File: src/design/l2_pkg.sv
package l2_pkg;

    // cache geometry
    localparam int tag_w    = 18;
    localparam int index_w  = 8;
    localparam int num_ways = 4;
    localparam int num_sets = 1 << index_w;

    typedef logic [tag_w-1:0]    tag_t;
    typedef logic [index_w-1:0]  index_t;
    typedef logic [1:0]          way_t;
    typedef logic [num_ways-1:0] way_vec_t;  // one bit per way

    // request from L1 held until ready
    typedef struct packed {
        logic   read;
        logic   write;
        tag_t   tag;
        index_t index;
    } l1_req_t;

    // strobes back to L1 and the data array
    typedef struct packed {
        logic ready;
        logic update;   // data array takes the L1 data on a write hit
        logic refill;   // data array takes the memory data
        way_t way;
    } l1_resp_t;

    // command to memory held until mem_ready
    typedef struct packed {
        logic   read;
        logic   write;
        tag_t   tag;
        index_t index;
    } mem_req_t;

endpackage
File: src/design/l2_lru.sv
`timescale 1ns/1ps

module l2_lru (
    input  logic              clk,
    input  logic              nrst,
    input  l2_pkg::index_t    index,
    input  logic              touch,
    input  l2_pkg::way_t      hit_way,
    input  l2_pkg::way_vec_t  set_valid,
    output l2_pkg::way_t      victim_way
);

    import l2_pkg::*;

    // one 2-bit age per way and set where 0 is most recent
    logic [num_sets-1:0][num_ways-1:0][1:0] age_q;
    logic [num_ways-1:0][1:0]               set_age;
    logic [num_ways-1:0][1:0]               next_age;
    logic [1:0]                             hit_age;

    assign set_age = age_q[index];
    assign hit_age = set_age[hit_way];

    // accessed way goes to 0 and younger ways age by one
    always_comb
    begin
        for (int w = 0; w < num_ways; w++)
        begin
            if (way_t'(w) == hit_way)
                next_age[w] = 2'd0;
            else if (set_age[w] < hit_age)
                next_age[w] = set_age[w] + 2'd1;
            else
                next_age[w] = set_age[w];
        end
    end

    always_ff @(posedge clk or negedge nrst)
    begin
        if (!nrst)
        begin
            for (int s = 0; s < num_sets; s++)
            begin
                for (int w = 0; w < num_ways; w++)
                begin
                    age_q[s][w] <= 2'(w);   // way n starts at age n
                end
            end
        end
        else if (touch)
        begin
            age_q[index] <= next_age;
        end
    end

    // lowest invalid way first or else the oldest
    always_comb
    begin
        victim_way = '0;
        for (int w = num_ways - 1; w >= 0; w--)
        begin
            if (set_age[w] == 2'd3)
                victim_way = way_t'(w);
        end
        for (int w = num_ways - 1; w >= 0; w--)
        begin
            if (!set_valid[w])
                victim_way = way_t'(w);
        end
    end

endmodule

File: config.mk
export PLATFORM = sky130hd
export DESIGN_NAME = l2_lru
export DESIGN_NICKNAME = d
export VERILOG_FILES = /design/src/design/l2_pkg.sv /design/src/design/l2_lru.sv
export SDC_FILE = /design/constraint.sdc
export NUM_CORES = 2
export LEC_CHECK = 0
export BUFFER_PORTS_ARGS = -buffer_cell sky130_fd_sc_hd__buf_2
export CORE_ASPECT_RATIO = 0.7
export CORE_MARGIN = 4
export CORE_UTILIZATION = 50
export DETAILED_ROUTE_END_ITERATION = 16
export PLACE_DENSITY = 0.68
export SKIP_CTS_REPAIR_TIMING = 1
export SYNTH_ARGS = -nofsm -noshare
export SYNTH_HDL_FRONTEND = slang
export SYNTH_SLANG_ARGS = --single-unit
File: constraint.sdc
create_clock -name clk -period 5.4 [get_ports clk]
set_input_delay 1.08 -clock clk [delete_from_list [all_inputs] [get_ports clk]]
set_output_delay 1.08 -clock clk [all_outputs]
set_load 0.01 [all_outputs]
# Yosys cells after proc, flatten, opt, wreduce, memory -nomap -nowiden

Index checks and enable logic that the tools add are counted.
Widths: inputs -> output; s select.

Add/subtract/negate cells: 4
Order comparisons: 7
Equal/unequal tests: 7
Mux-type cells: 23
Reductions and logical operators: 2

Operator list:

| kind                | number |
|---|---|
| $bwmux 2048         | 1 |
| $bmux 8 s8          | 1 |
| $demux 8 s8         | 1 |
| $mux 2              | 17 |
| $mux 8              | 2 |
| $lt 8x9->1 const B  | 1 |
| $add 2x1->2 const B | 4 |
| $eq 2x2->1 const B  | 4 |
| $ge 8x1->1 const B  | 1 |
| $lt 2x2->1          | 4 |
| $bmux 2 s2          | 1 |
| $eq 2x2->1 const A  | 2 |
| $lt 2x3->1 const B  | 1 |
| $eq 1x2->1 const A  | 1 |
| $logic_not 2->1     | 1 |
| $logic_and 1x1->1   | 1 |

Register bits after elaboration: 2048
Input port bits: 17
Output and inout port bits: 2
Logic and storage cells: 1067

# Logic depth before layout (Yosys ltp)

Word-level depth: 11
Mapped depth: 22
Depth with buffers taken out: 13

# Worst setup path before layout

Ideal clock, no wire load.

Path type: in2out
Start point: input port index[0]
End point: output port victim_way[0]
Data arrival time: 4.370 ns
Required time: 4.320 ns
Setup slack: -0.050 ns
Stages: 18
Buffers on the path: 6
Cell sequence: buf_6 -> buf_8 -> buf_8 -> buf_8 -> buf_8 -> buf_4 -> mux4_2 -> mux4_2 -> a22oi_1 -> nand2_1 -> nor3_2 -> inv_1 -> ha_1 -> inv_1 -> a21oi_1 -> o21ai_0 -> nand2_1 -> a21boi_0

Longest elaborated chain between the ends: 11
Elaborated cells between the ends (all ways): 14
Classes of those cells: 4 x eq/ne; 10 x mux

Ends and longest elaborated chain:

| what                           | RTL line     | RTL |
|---|---|---|
| start, declared                | l2_lru.sv:6  | `input l2_pkg::index_t index,` |
| $bmux 8 s8 *                   | l2_lru.sv:21 | `assign set_age = age_q[index];` |
| $mux 8 (not written as such) * | l2_lru.sv:21 |  |
| $eq 2x2->1                     | l2_lru.sv:62 | `if (set_age[w] == 2'd3)` |
| $mux 2 (3 in a row)            | l2_lru.sv:62 |  |
| $mux 2 *                       | l2_lru.sv:62 |  |
| $mux 2 * (4 in a row)          | l2_lru.sv:67 | `if (!set_valid[w])` |
| end, declared                  | l2_lru.sv:10 | `output l2_pkg::way_t victim_way` |

Every way passes the cells marked *; elsewhere a longest branch is shown, timed or not. The select of a mux whose other input is x is not followed.

# Final worst setup path

Same ends and word-level chain as after synthesis.

==> metrics.txt <==
post-synth design cell area between 90000 and 100000 sq um; Period Utilization, post-route 109%; number of vias in the routed layout 72867; CTS Sinks a little over 2000; source-to-sink clock delay at the later pin of the worst-skew pair ~0.88 ns; Final Hold Violating Endpoints 0; leakage component of the power approximately 46 nW; violations in the final reports setup timing; Hold/Removal Path Class in -> async; Finished Layout Cells around 11000; IO Count 19; reported max-cap violation count 0; number of flip-flops in the largest register 2048; post-CTS clock slew at the launch and capture registers of the worst setup and hold paths about 0.060 ns; Peak supply drop between 0.2 and 0.3 mV; top cells by area, synth dfstp_2, dfrtp_1, mux4_2; detailed-route wire length approximately 300000 microns; Seq cells post-synth just over 2000; Most common cell on crit path buf_16; largest net degree at the start of global routing 149; clock skew after layout roughly 0.066 ns; layout cell share with drive strength beyond 1 31.9%; Final nets a little under 9000; average wire length per cell after detail routing 26.4 microns; Num CTS Buffers roughly 200; width of the die about 530 microns; number of slew-limit violations in the final report 0; largest area contributor in the synthesized netlist dfstp_2; vias in the first global route between 70000 and 80000; setup slack of the most critical reg-to-reg path ~0.50 ns; RSZ-0062 raised after global routing yes; DIE AREA roughly 190000 sq um; Post-DRT Antenna Nets 0; cell count after placement approximately 11000; cell at the slowest stage of the critical path mux4_2; warnings from Yosys 0; DP HPWL 203000 microns; startpoint-to-endpoint class of the critical path in -> out; DRT iter0 DRCs 9293; Die H between 300 and 400 microns; post-synthesis sequential area ratio a little under three fifths; synth unique cells 69; global routing usage on met2 43.2%; leftover overflow at the end of global routing 0; worst setup slack before clock tree synthesis -1.03 ns; number of instances in the synthesized netlist roughly 8500; antenna violations before repair 12; met1 GRT Util 44.6%; remaining max-slew budget at the tightest pin under 10%; registers with the most flip-flops age_q: 2048 flops; Std-Cell Rows between 100 and 150; Core Region 186000 sq um; Worst Setup Slack, final -0.465 ns; Post-Synthesis Mean Instance Area between 10 and 15 sq um; worst hold margin roughly 0.26 ns; top achievable clock speed 171 MHz; gr usage total a little under a third; share of async-settable or async-resettable flops after synthesis 100%; routing layer with the top usage in global route met1; Biggest register age_q; type of origin of the critical path primary input; type of destination of the critical path output pin; Data required, critical path around 4.3 ns; critical path cell sequence buf_16 > buf_12 > buf_16 > buf_12 > buf_16 > buf_4 > mux4_2 > mux2_2 > nand2_1 > a31oi_1 > o21a_1 > o32ai_4 > inv_1 > ha_2 > inv_2 > a21oi_2 > o21ai_2 > buf_6 > nand2_4 > a21boi_2 > buf_2; wire length of the first global-routing pass around 450000 microns; total nets after synthesis roughly 8500; PwrDens about 360 nW/um^2; data arrival time at the worst-slack endpoint about 4.8 ns; Post-synth EDFFs 0; result of the run finished with violations; number of setup violations in the final report 2; global placement routability congestion around 0.94; number of buffers between clock root and the deepest sink 4; measured slew at the worst slew-check pin 1.42 ns; count of unresolved DRC violations after routing 0; effective utilization at floorplan roughly half; Area Growth Syn to Fin 16.8%; top cell type's share of synthesized area between 20 and 30%; worst stage delay on the critical path approximately 0.49 ns; clock tree from TritonCTS done; drt first pass iters 6; input/output buffers 18; number of H-tree branching levels 4; routed via count divided by cell count approximately 6.3; min cycle time layout 5.86 ns; Post-synth top flop dfstp_2; Root Buffer Master clkbuf_16; global-route track usage on met3 under 10%; Max FO, Critical Path 16
## through the flow
stage               utilization [%]  instance area (sq um)  total power, W   TNS, ns
floorplan                         -                  93700          0.0218     -1.83
finish                         59.0                 109000          0.0395    -0.909
global route                   59.0                 109000          0.0409     -1.03
detailed placement             54.5                 101000          0.0247  -1563.74
global placement               54.5                 101000          0.0244  -1605.20
CTS                            58.2                 108000          0.0394     -8.56
## final cells by class
cell class / count / area [sq um]
Fill cell: 14843 / 76200
Clock inverter: 67 / 1060
Multi-Input combinational cell: 5625 / 37200
Antenna cell: 6 / 15.0
Timing Repair Buffer: 949 / 9690
Inverter: 19 / 78.8
Tap cell: 2479 / 3100
Sequential cell: 2048 / 52500
Clock buffer: 291 / 5730
## path summary, 6_finish.rpt
path,from,endpoint,cells after the start
min in group clk,age_q[343],age_q[343],2
max in group asynchronous,nrst,age_q[2004],3
min,nrst,age_q[1796],1
max reg2reg,age_q[767],age_q[1448],16
min reg2reg,age_q[343],age_q[343],2
max,index[0],victim_way[0],21
## report_power, final
group	switching, W	internal [W]	total, W
Sequential	0.000697	0.0171	0.0178
Combinational	0.00419	0.00278	0.00697
Clock	0.00615	0.00860	0.0148
## cell families after synthesis
logic type                 after synthesis  synth area share, %
adders and majority gates                8                0.107
buffers and inverters                  830                 4.72
DFF                                   2048                 56.1
and+or+nand+nor                       2605                 10.8
AOI/OAI and AO/OA                     2302                 14.2
muxes                                  706                 14.1
xor gates and xnor gates                 4               0.0374
## worst max-delay path, delay by kind of cell
kind	cells	cell delay [ns]
muxes	2	0.82
adders and majority gates	1	0.21
and+or+nand+nor	2	0.21
buffers and inverters	10	1.30
AOI/OAI and AO/OA	6	1.13
## Yosys cell counts, drive strengths merged, types with 34 or more instances
cell type and n:
mux2i 211, a31oi 1037, nor2 2342, dfstp 1024, buf 441, nand3 44, nand2 121, dfrtp 1024
mux4 489, a21oi 1060, clkbuf 370, o21ai 34, a22oi 88
## routing by layer
metal  part of all wire [%]  routed length, microns  vias up
li1                       -                       -    31290
met1                     41                  123000    36778
met2                     43                  129000     4126
met3                     13                   39800      669
met4                    3.7                   11200        4
met5                 0.0079                      24        -
## layout by cell type (no fill, tap or decap), types with 21 or more instances in the layout
| cell type | count |
|---|---|
| a21oi_1 | 1059 |
| a22oi_1 | 81 |
| a31oi_1 | 1034 |
| buf_12 | 173 |
| buf_4 | 729 |
| bufinv_16 | 26 |
| clkbuf_1 | 53 |
| clkbuf_16 | 207 |
| clkbuf_8 | 38 |
| clkinv_2 | 29 |
| dfrtp_1 | 1024 |
| dfstp_2 | 1024 |
| mux2i_1 | 204 |
| mux4_2 | 489 |
| nand2_1 | 114 |
| nand3_1 | 38 |
| nor2_1 | 2337 |
| nor3_1 | 21 |
| o21ai_0 | 28 |
Power figures use the tool's default switching activity.
