--- config.mk ---
export PLATFORM = sky130hd
export DESIGN_NAME = l2_fsm
export DESIGN_NICKNAME = d
export VERILOG_FILES = /design/src/design/l2_pkg.sv /design/src/design/l2_fsm.sv
export SDC_FILE = /design/constraint.sdc
export NUM_CORES = 1
export LEC_CHECK = 0
export BUFFER_PORTS_ARGS = -buffer_cell sky130_fd_sc_hd__buf_2
export CORE_MARGIN = 4
export CORE_UTILIZATION = 51
export CTS_BUF_LIST = sky130_fd_sc_hd__clkbuf_4
export DETAILED_ROUTE_END_ITERATION = 16
export PLACE_DENSITY_LB_ADDON = 0.1
export SLEW_MARGIN = 20
export SYNTH_ARGS = -nofsm -noshare
export SYNTH_HDL_FRONTEND = slang
export SYNTH_SLANG_ARGS = --single-unit
--- constraint.sdc ---
create_clock -name clk -period 3.4 [get_ports clk]
set_input_delay 0.17 -clock clk [delete_from_list [all_inputs] [get_ports clk]]
set_output_delay 0.17 -clock clk [all_outputs]
set_load 0.05 [all_outputs]
--- src/design/l2_pkg.sv ---
package l2_pkg;

    // cache geometry
    localparam int tag_w    = 18;
    localparam int index_w  = 8;
    localparam int num_ways = 4;
    localparam int num_sets = 1 << index_w;

    typedef logic [tag_w-1:0]    tag_t;
    typedef logic [index_w-1:0]  index_t;
    typedef logic [1:0]          way_t;
    typedef logic [num_ways-1:0] way_vec_t;  // one bit per way

    // request from L1 held until ready
    typedef struct packed {
        logic   read;
        logic   write;
        tag_t   tag;
        index_t index;
    } l1_req_t;

    // strobes back to L1 and the data array
    typedef struct packed {
        logic ready;
        logic update;   // data array takes the L1 data on a write hit
        logic refill;   // data array takes the memory data
        way_t way;
    } l1_resp_t;

    // command to memory held until mem_ready
    typedef struct packed {
        logic   read;
        logic   write;
        tag_t   tag;
        index_t index;
    } mem_req_t;

endpackage
--- src/design/l2_fsm.sv ---
`timescale 1ns/1ps

module l2_fsm (
    input  logic              clk,
    input  logic              nrst,
    input  l2_pkg::l1_req_t   req,
    input  logic              flush,
    input  logic              mem_ready,
    input  logic              hit,
    input  l2_pkg::way_t      hit_way,
    input  l2_pkg::way_t      victim_way,
    input  l2_pkg::tag_t      victim_tag,
    input  logic              victim_dirty,
    output l2_pkg::l1_resp_t  resp,
    output l2_pkg::mem_req_t  mem_req,
    output logic              fill,
    output l2_pkg::way_t      fill_way,
    output logic              write_hit,
    output logic              clear_all,
    output logic              touch
);

    import l2_pkg::*;

    typedef enum logic [1:0] {
        s_idle       = 2'b00,
        s_compare    = 2'b01,
        s_write_back = 2'b10,
        s_allocate   = 2'b11
    } state_t;

    state_t state;
    way_t   way_q;      // victim latched once at the miss

    always_ff @(posedge clk or negedge nrst)
    begin
        if (!nrst)
        begin
            state   <= s_idle;
            way_q   <= '0;
            resp    <= '0;
            mem_req <= '0;
        end
        else
        begin
            // L1 strobes are single-cycle
            resp.ready  <= 1'b0;
            resp.update <= 1'b0;
            resp.refill <= 1'b0;

            case (state)
                s_idle:
                begin
                    if (req.read || req.write)
                        state <= s_compare;
                end

                s_compare:
                begin
                    if (hit)
                    begin
                        resp.ready  <= 1'b1;
                        resp.update <= req.write;
                        resp.way    <= hit_way;
                        state       <= s_idle;
                    end
                    else
                    begin
                        way_q         <= victim_way;
                        mem_req.index <= req.index;
                        if (victim_dirty)
                        begin
                            mem_req.write <= 1'b1;
                            mem_req.tag   <= victim_tag;   // old line goes out first
                            state         <= s_write_back;
                        end
                        else
                        begin
                            mem_req.read <= 1'b1;
                            mem_req.tag  <= req.tag;
                            state        <= s_allocate;
                        end
                    end
                end

                s_write_back:
                begin
                    if (mem_ready)
                    begin
                        mem_req.write <= 1'b0;
                        mem_req.read  <= 1'b1;
                        mem_req.tag   <= req.tag;
                        state         <= s_allocate;
                    end
                end

                s_allocate:
                begin
                    if (mem_ready)
                    begin
                        mem_req.read <= 1'b0;
                        resp.refill  <= 1'b1;
                        resp.way     <= way_q;
                        state        <= s_compare;   // lookup again which now hits
                    end
                end

                default:
                begin
                    state <= s_idle;
                end
            endcase
        end
    end

    // array strobes act on the edge that ends the current state
    assign touch     = (state == s_compare) && hit;
    assign write_hit = (state == s_compare) && hit && req.write;
    assign fill      = (state == s_allocate) && mem_ready;
    assign fill_way  = way_q;
    assign clear_all = (state == s_idle) && flush;

endmodule

Word-level counts from Yosys, hierarchy flattened
Cells that the tools add are included.
{"block": "op_classes", "eq_ne": 10, "mux": 20, "n_bitwise": 1, "reduce_logical": 15}
{"op": "19-bit one-hot mux with 2 select lines", "n": 1}
{"op": "28-bit 2-to-1 mux", "n": 1}
{"op": "20-bit 2-to-1 mux", "n": 1}
{"op": "18-bit 2-to-1 mux", "n": 1}
{"op": "2-bit 2-to-1 mux", "n": 7}
{"op": "2-bit != test, second input constant", "n": 7}
{"op": "3-bit AND reduction", "n": 3}
{"op": "2-bit one-hot mux with 4 select lines", "n": 1}
{"op": "1-bit 2-to-1 mux", "n": 5}
{"op": "5-bit AND reduction", "n": 1}
{"op": "2-bit == test, second input constant", "n": 2}
{"op": "1-bit logical AND", "n": 4}
{"op": "2-bit one-hot mux with 2 select lines", "n": 1}
{"op": "4-bit AND reduction", "n": 1}
{"op": "2-bit nonzero test", "n": 2}
{"op": "3-bit 2-to-1 mux", "n": 1}
{"op": "1-bit one-hot mux with 3 select lines", "n": 1}
{"op": "3-bit nonzero test", "n": 1}
{"op": "2-bit by 1-bit == test with 1-bit output, second input constant", "n": 1}
{"op": "2-bit logical NOT", "n": 1}
{"op": "2-bit AND reduction", "n": 1}
{"op": "1-bit logical OR", "n": 1}
{"op": "1-bit NOT", "n": 1}
{"block": "word_totals", "regBits": 37, "input_bits": 56, "wordCells": 56}

Depth between registers and ports, before layout
Gate-level depths: netlist of run 1.
{"block": "logic_depth", "word_depth": 3, "depth_mapped": 7, "ltp_nobuf": 5}

Worst setup path after synthesis of run 1
No wires, ideal clock.
{"block": "synth_path", "path_kind": "register to register", "startpoint": "register state[0]", "endpoint": "register mem_req[17] (netlist name)", "arrival_time_ns": 1.690, "setup_slack_ns": 1.585, "stages_incl_launch_ff": 8, "n_path_buf": 2, "cell_sequence": "dfrtp_1 -> inv_1 -> ha_1 -> buf_6 -> nor2b_4 -> a21oi_4 -> buf_6 -> mux2_4"}
{"block": "synth_between", "elab_chain_len": 3, "elab_cells_between_ends": 7, "cone_classes": "4 x eq/ne; 1 x mux; 2 x reduce/logical"}
{"element": "start: declaration", "line": "l2_fsm.sv:32", "rtl": "state_t state;"}
{"element": "start signal: assignment", "line": "l2_fsm.sv:39", "rtl": "state <= s_idle;"}
{"element": "start signal: assignment", "line": "l2_fsm.sv:55", "rtl": "state <= s_compare;"}
{"element": "start signal: assignment", "line": "l2_fsm.sv:65", "rtl": "state <= s_idle;"}
{"element": "2-bit by 1-bit == test with 1-bit output or 2-bit == test (tied branches)", "line": "l2_fsm.sv:51", "rtl": "case (state)"}
{"element": "2-bit != test (no line) or 2-bit nonzero test (tied branches)"}
{"element": "3-bit AND reduction (no line)"}
{"element": "end: declaration", "line": "l2_fsm.sv:15", "rtl": "output l2_pkg::mem_req_t mem_req,"}
Parallel ways exist; a longest one is shown, timed or not.
A chain may end at the register's enable or synchronous reset.

Final worst setup path of run 1
{"block": "layout_path", "startpoint": "register state[0]", "endpoint": "register mem_req[9] (netlist name)"}
Same word-level chain as after synthesis.

==> impl_metrics.ini, run 1 <==
[sta]
fin_crit_sh = 0.664
tns_ns = 0
worstMarginPinSlew_ns = 0.952
clock.fmax_ghz = 0.443
rsz0062_at_grt = no
worst_slack_ns = 1.14
finalSetupViolCount = 0
max-slew-margin-rel = 0.364
fin_crit_ns = 2.26
drv_slew = 0
finalHoldViolations = 0
finClkSkew_ns = 0.00479

[routing]
vias = 1470
drt-total-wl_um = 4210
route.antenna.remaining_nets = 0
vias_per_cell = 5.27
firstDrtPassIters = 4
dr.first_iter.drc_count = 56
drc = 0
drt-wirelength-per-cell_um = 15.1

[final_layout]
fin_util = 0.710
nets = 294
syn2layout_area_growth_pct = 29.4
antenna_cells = 0
drive_gt1_frac = 0.584

[critical_path]
crit_arrival_ns = 2.49
cp_slowest_cell = a21oi_4
ff2ff_setup_slack_ns = 1.14
crit_fanout = 18
slowest_delay_ns = 0.59
cp_data_required_time_ns = 3.63
end_kind = register
cp_cell_sequence = inv_1 -> ha_1 -> nand2b_4 -> a21oi_4 -> mux2_2
critPathKind = register to register
start_kind = register

[pwr]
p_leak_uw = 0.00130
ir_worst_vdd_v = 0.000585
powerDensity_nw_per_um2 = 1030

[clock_network]
cts_root_buf = clkbuf_4
clk_pin_slew_ns = 0.11
cts_buffers = 5
h-tree-depth = 2
cts.sinks = 37
clk_latency_ns = 0.34
cts_resized = 0
clk_path_buf_depth = 2
tritoncts = yes

[synthesis]
synthMuxAreaShare = 0.218
synth_top_cell_by_area = dfrtp_1
synth_edf_count = 0
synth_top_flop_cell = dfrtp_1
ys_ff_latch = 37
synth_compound_area_frac = 0.145
yosys.area_share.xor_xnor = 0
post_synth_fa_ha_maj_area_fraction = 0.0394
postSynthCellCount = 136
yosysTopAreaCellShare = 0.486
syn_nets = 198
yosysSeqAreaShare = 0.486
synth_top_family_by_area = multiplexers
synth_area_leaders = dfrtp_1, mux2_2, a22o_1
synth-simple-area-share = 0.0736
syn_avg_cell_area_um2 = 14.0
synthArstFlopShare = 1.00
synthesis.area_um2 = 1900
yosys_warnings = 0
ys_types = 33

[global_route]
grt_max_degree = 38
first_global_vias = 1521
antenna_found_initial = 0
grt_pass1_wl_um = 7270
grt_usage = 0.187
grt_overflow_total = 0

[floorplanning]
core-area_um2 = 3470
ios = 95
die_w_um = 69.1
start_util = 0.549
die_area_um2 = 4780
rows = 21
die_y_um = 69.1

[status]
status = complete, no violations

[placed_design]
place_congestion = 0.831
io_buffers = 94
hpwlAfterDp_um = 3210
pre_cts_slack_ns = 1.14

[run]
maxCapViolations = 0

[min_path]
hold_path.class = primary input to register
==> cells in the mapped netlist, types with 2 or more instances <==
| cell | count |
|---|---|
| a21oi_1 | 2 |
| a22o_1 | 19 |
| and2_1 | 3 |
| and3_1 | 2 |
| buf_6 | 4 |
| dfrtp_1 | 37 |
| ha_1 | 6 |
| inv_1 | 4 |
| mux2_1 | 2 |
| mux2_2 | 18 |
| mux2_4 | 10 |
| mux2i_1 | 4 |
| nand2b_1 | 2 |
| nand2b_4 | 2 |
| nor2_1 | 2 |
| nor2b_1 | 2 |
==> cell type report <==
cell class	count	area [um2]
Clock inverter	3	41.3
Multi-Input combinational cell	89	906
Clock buffer	5	37.5
Inverter	4	15.0
Sequential cell	37	926
Timing Repair Buffer	95	480
Fill cell	256	1000
Tap cell	46	57.6
==> through the flow <==
stage,hold slack (ns),cells,total power [uW],area [um2]
6_report,0.0321,279,2540,2460
5_1_grt,0.0276,279,2680,2460
4_1_cts,0.0196,279,2560,2460
3_5_place_dp,0.306,270,2260,2370
3_3_place_gp,0.294,270,2210,2370
2_1_floorplan,-0.126,136,1930,1900
==> state kept, by name, indices dropped and copies added, names as in the netlist <==
signal / cells
resp: 5
fill_way: 2
mem_req: 28
state: 2
==> worst max-delay path, delay by kind of cell (launching register included) <==
kind                     cells  cell delay [ns]
flip-flops                   1             0.45
adder cells (fa/ha/maj)      1             0.43
buffers and inverters        1             0.15
AO/OA/AOI/OAI                1             0.59
multiplexers                 1             0.41
AND/OR/NAND/NOR              1             0.11
==> metal layers <==
metal / track usage / routed length, um / vias up
met5: 0 / 0 / -
met4: 0.0672 / 73 / 0
met3: 0.0872 / 488 / 9
met2: 0.298 / 2040 / 74
met1: 0.219 / 1610 / 691
li1: - / - / 696
==> what timing repair did <==
item	CTS	global route
hold buffers	1	0
setup buffers	0	0
hold endpoints to repair	37	0
==> cell families after synthesis <==
group / after synthesis
flops: 37
mux: 34
compound gates: 31
simple gates: 18
buf+inv: 10
fa+ha+maj: 6
==> layout by cell type (no fill, tap or decap), types with 3 or more instances in the layout <==
cell type  count
buf_2         94
dfrtp_1       37
a22o_1        19
mux2_2        18
mux2_4        10
ha_1           6
clkbuf_4       5
inv_1          4
mux2i_1        4
and2_1         3
==> worst paths after layout <==
path                            start          end  cells past startpoint
max in group asynchronous        nrst  mem_req[24]                      2
setup / recovery             state[0]   mem_req[9]                      5
min in group asynchronous        nrst      resp[3]                      2
setup reg to reg             state[0]   mem_req[9]                      5
hold reg to reg            mem_req[4]   mem_req[4]                      1
hold / removal                 req[4]   mem_req[4]                      2
==> power by group <==
| part | internal [uW] | switching, uW |
|---|---|---|
| logic | 495 | 1010 |
| clock network | 152 | 146 |
| registers | 628 | 102 |
Power figures use the tool's default switching activity.
==> run 2: changes to the inputs <==
CORE_UTILIZATION = 43   (was 51)
clock period = 1.8 ns   (was 3.4 ns; I/O delays follow)
==> run 2 against run 1 <==
Sequential power is 89% higher. Routed wire length is 11% higher. Non-clock buffer count is 18 higher. Total power is 91% higher. Cell count is 7.9% higher. Final area is 7.5% higher.
==> impl_metrics.ini, run 2 (synthesis results as in run 1) <==
[floorplanning]
core-area_um2 = 4140
die_area_um2 = 5560
start_util = 0.460
die_y_um = 74.6
die_w_um = 74.6
ios = 95
rows = 23

[global_route]
first_global_vias = 1663
grt_usage = 0.179
grt_overflow_total = 0
grt_pass1_wl_um = 7650
grt_max_degree = 38
antenna_found_initial = 0

[final_layout]
drive_gt1_frac = 0.594
final_common_cell = buf_2
reg_top3 = mem_req: 28 flops, resp: 5 flops
postLayoutCellArea_um2 = 2650
largest_reg_flops = 28
nets = 312
regMostFlops = mem_req
multi_input_area_um2 = 916
antenna_cells = 0
syn2layout_area_growth_pct = 39.1
nFillCells = 358
seq_area_um2 = 926
mostFrequentLayoutCells = buf_2, dfrtp_1, a22o_1

[clock_network]
cts_root_buf = clkbuf_4
clk_latency_ns = 0.34
tritoncts = yes
clk_path_buf_depth = 2
cts.sinks = 37
cts_buffers = 5
h-tree-depth = 2
clk_pin_slew_ns = 0.11

[sta]
clock.fmax_ghz = 0.578
finalSetupViolCount = 0
fin_crit_sh = 0.961
tns_ns = 0
worstMarginPinSlew_ns = 0.833
rsz0062_at_grt = no
max-slew-margin-rel = 0.445
fin_crit_ns = 1.73
finClkSkew_ns = 0.0127
finalHoldViolations = 0
drv_slew = 0

[pwr]
ir_worst_vdd_v = 0.00105
p_seq_frac = 0.284
p_sw_frac = 0.503
p_sw_uw = 2440
p_leak_uw = 0.00138
internal_power_uw = 2410
pwr-share-clk = 0.089
combPwrFrac = 0.627
powerDensity_nw_per_um2 = 1830

[critical_path]
cp_top_family = compound AO/OA/AOI/OAI gates
crit_buf_inv = 2
ff2ff_path_depth = 6
cp_data_required_time_ns = 2.03
crit_arrival_ns = 1.96
worst-path-stages = 6
critPathKind = register to register
slowest_delay_ns = 0.41
end_kind = register
cp_slowest_cell = dfrtp_1
start_kind = register
cp_cell_sequence = inv_2 -> ha_2 -> buf_4 -> o21bai_4 -> a22o_1 -> mux2_2
crit_fanout = 17

[status]
status = complete, no violations

[routing]
drc = 0
drt-total-wl_um = 4670
dr.first_iter.drc_count = 55
vias = 1519
drt-wirelength-per-cell_um = 15.5
route.antenna.remaining_nets = 0
firstDrtPassIters = 4
vias_per_cell = 5.05

[run]
maxCapViolations = 0

[placed_design]
place_congestion = 0.793
place_area_um2 = 2440
io_buffers = 94
hpwlAfterDp_um = 3400

[min_path]
hold_path.class = primary input to register
min_path_cells = 2
[run 2: changes by cell type in the layout (fill, tap and decap cells not counted), sizes merged]
cell         before  now
clkbuf            5    6
clkinv            1    2
buf              94  101
dlygate4sd3       1   11
bufinv            1    0
[run 2: through the flow]
step	util	hold slack (ns)	worst slack, ns	std cells	power [uW]
6_report	0.639	0.0256	0.0704	301	4850
5_1_grt	0.639	0.0205	0.00273	301	5130
4_1_cts	0.635	0.0126	0.0202	301	4860
3_5_place_dp	0.590	0.243	-0.0982	281	4390
3_3_place_gp	0.590	0.222	0.0167	281	4320
2_1_floorplan	-	-0.206	0.00661	136	3660
[run 2: what timing repair did]
action	in CTS	in global routing
hold buffers	11	0
gates resized for setup	1	6
endpoints found under the hold margin	47	0
pin swaps	1	0
setup buffers	1	0
endpoints found under the setup margin	17	3
gates cloned	0	0
[run 2: area by class of cell]
cell class,instances,area share
flip-flops and latches,37,0.350
well taps,50,0.0236
repair buffers,113,0.255
multi-input cells,89,0.346
inverters,4,0.00567
clock buffers,5,0.0142
clock inverters,3,0.00661
[run 2: path summary, 6_finish.rpt]
kind	start	endpoint	slack, ns
hold / removal	req[26]	resp[3]	0.03
hold reg to reg	mem_req[5]	mem_req[5]	0.50
min in group asynchronous	nrst	resp[3]	0.38
setup / recovery	state[0]	mem_req[10]	0.07
setup reg to reg	state[0]	mem_req[10]	0.07
max in group asynchronous	nrst	mem_req[16]	0.90
[run 2: metal layers]
| metal | track usage | up-vias | wire length [um] |
|---|---|---|---|
| met1 | 0.225 | 713 | 1980 |
| li1 | - | 733 | - |
| met4 | 0.0514 | 0 | 41 |
| met5 | 0 | - | 0 |
| met2 | 0.302 | 69 | 2230 |
| met3 | 0.0486 | 4 | 418 |
[run 2: power by group through the flow]
stage          combinational, uW  sequential (uW)  clock (uW)
3_5_place_dp                3000             1390           0
6_report                    3040             1380         429
3_3_place_gp                2940             1380           0
5_1_grt                     3210             1430         488
2_1_floorplan               1090             2570           0
4_1_cts                     3040             1380         442
==> run 3: changes to the inputs <==
--- a/config.mk
+++ b/config.mk
@@ -7,4 +7,5 @@
 export LEC_CHECK = 0
 export BUFFER_PORTS_ARGS = -buffer_cell sky130_fd_sc_hd__buf_2
+export CORE_ASPECT_RATIO = 2
 export CORE_MARGIN = 4
 export CORE_UTILIZATION = 43
@@ -12,4 +13,5 @@
 export DETAILED_ROUTE_END_ITERATION = 16
 export PLACE_DENSITY_LB_ADDON = 0.1
+export REMOVE_ABC_BUFFERS = 1
 export SLEW_MARGIN = 20
 export SYNTH_ARGS = -nofsm -noshare
==> constraint.sdc (replaced) <==
create_clock -name clk -period 1.8 [get_ports clk]
set_input_delay 0.27 -clock clk [delete_from_list [all_inputs] [get_ports clk]]
set_output_delay 0.27 -clock clk [all_outputs]
set_load 0.05 [all_outputs]
==> run 3 against run 2 <==
Utilization increased by 1.3 points. Sequential power about the same. Highest routed layer unchanged. Largest cell class is now multi-input combinational cells. The flow now finishes with violations (setup timing). Worst hold slack improved by 0.11 ns. Count of clock-buffer cells in the layout increased by 1. Die area increased by 1.2%. First-iteration DRC count decreased by 73%.
==> impl_metrics.ini, run 3 (synthesis results as in run 1) <==
[status]
status = finished, violations left
violations = setup timing

[final_layout]
drive_gt1_frac = 0.647
seq_area_um2 = 926
nets = 313
reg_top3 = mem_req: 28 flops, resp: 5 flops
syn2layout_area_growth_pct = 47.2
mostFrequentLayoutCells = buf_2, dfrtp_1, a22o_1
antenna_cells = 0
largest_reg_flops = 28
nFillCells = 337
regMostFlops = mem_req
multi_input_area_um2 = 992
fin_util = 0.652
final_common_cell = buf_2

[critical_path]
ff2ff_path_depth = 6
cp_data_required_time_ns = 1.53
crit_fanout = 5
start_kind = register
crit_arrival_ns = 1.56
critPathKind = register to output pin
end_kind = output pin

[global_route]
grt_overflow_total = 0
first_global_vias = 1637
antenna_found_initial = 0
grt_max_degree = 24
grt_usage = 0.185
grt_pass1_wl_um = 7570

[floorplanning]
core-area_um2 = 4300
die_y_um = 102
die_area_um2 = 5620
die_w_um = 55.1
start_util = 0.443
rows = 34
ios = 95

[sta]
max-slew-margin-rel = 0.648
worstMarginPinSlew_ns = 0.529
fin_hold_ws_ns = 0.140
worst_slack_ns = -0.0268
rsz0062_at_grt = yes
finClkSkew_ns = 0.0147
drv_slew = 0
clock.fmax_ghz = 0.547
finalSetupViolCount = 8
fin_crit_ns = 1.83
fin_crit_sh = 1.01
finalHoldViolations = 0

[routing]
drc = 0
vias_per_cell = 5.13
vias = 1571
dr.first_iter.drc_count = 15
firstDrtPassIters = 6
route.antenna.remaining_nets = 0
drt-wirelength-per-cell_um = 17.1
drt-total-wl_um = 5230

[pwr]
powerDensity_nw_per_um2 = 1920
p_leak_uw = 0.00145
total_power_uw = 5390
ir_worst_vdd_v = 0.00127

[clock_network]
cts_root_buf = clkbuf_4
tritoncts = yes
clk_path_buf_depth = 2
cts_buffers = 5
clk_pin_slew_ns = 0.12
clk_latency_ns = 0.34
h-tree-depth = 2
cts.sinks = 37

[placed_design]
place_congestion = 0.732
io_buffers = 94
hpwlAfterDp_um = 3720
pre_cts_slack_ns = -0.124

[run]
maxCapViolations = 0

[min_path]
min_path_cells = 2
hold_path.class = primary input to register
-- run 3: final cells by class --
class / instances / share of cell area
Multi-Input combinational cell: 89 / 0.354
Clock inverter: 2 / 0.0121
Sequential cell: 37 / 0.330
Timing Repair Buffer: 114 / 0.258
Clock buffer: 6 / 0.0161
Inverter: 4 / 0.00536
Tap cell: 54 / 0.0241
-- run 3: final timing paths --
path                            start          end  slack (ns)
max                          state[1]    write_hit       -0.03
min in group asynchronous        nrst   mem_req[5]        0.41
min                            req[4]   mem_req[4]        0.14
min reg2reg                mem_req[4]   mem_req[4]        0.50
max reg2reg                  state[0]  mem_req[23]       -0.02
max in group asynchronous        nrst   mem_req[9]        0.78
-- run 3: repair_timing --
action	CTS	global route
hold buffers	1	0
gates cloned	0	3
pin swaps	1	2
setup endpoints to repair	21	22
setup buffers	4	5
hold endpoints to repair	22	0
gates resized for setup	11	20
-- run 3: through the flow --
| step | instances | cell area, um2 | setup TNS (ns) |
|---|---|---|---|
| detailed placement | 286 | 2460 | -1.83 |
| global route | 306 | 2800 | -0.954 |
| floorplan | 130 | 1850 | -2.50 |
| global placement | 286 | 2460 | 0 |
| CTS | 299 | 2630 | -0.00474 |
| finish | 306 | 2800 | -0.116 |
-- run 3: worst max-delay path, cell delays in order, from the launching register on --
cell and delay, ns:
dfrtp_1 0.43, inv_1 0.13, buf_4 0.16, ha_4 0.16, and3_4 0.20, buf_8 0.14
-- run 3: where the power goes --
part	internal, uW	leakage, uW	switching (uW)
Combinational	1340	0.000942	2090
Sequential	1190	0.000461	196
Clock	304	0.0000433	280
Total	2830	0.00145	2570
-- run 3: routing by layer --
| metal | vias to the layer above | global-route usage | routed length (um) |
|---|---|---|---|
| met5 | - | 0 | 0 |
| li1 | 730 | - | - |
| met1 | 761 | 0.202 | 1770 |
| met3 | 9 | 0.0453 | 338 |
| met4 | 0 | 0.0655 | 85 |
| met2 | 71 | 0.330 | 3040 |
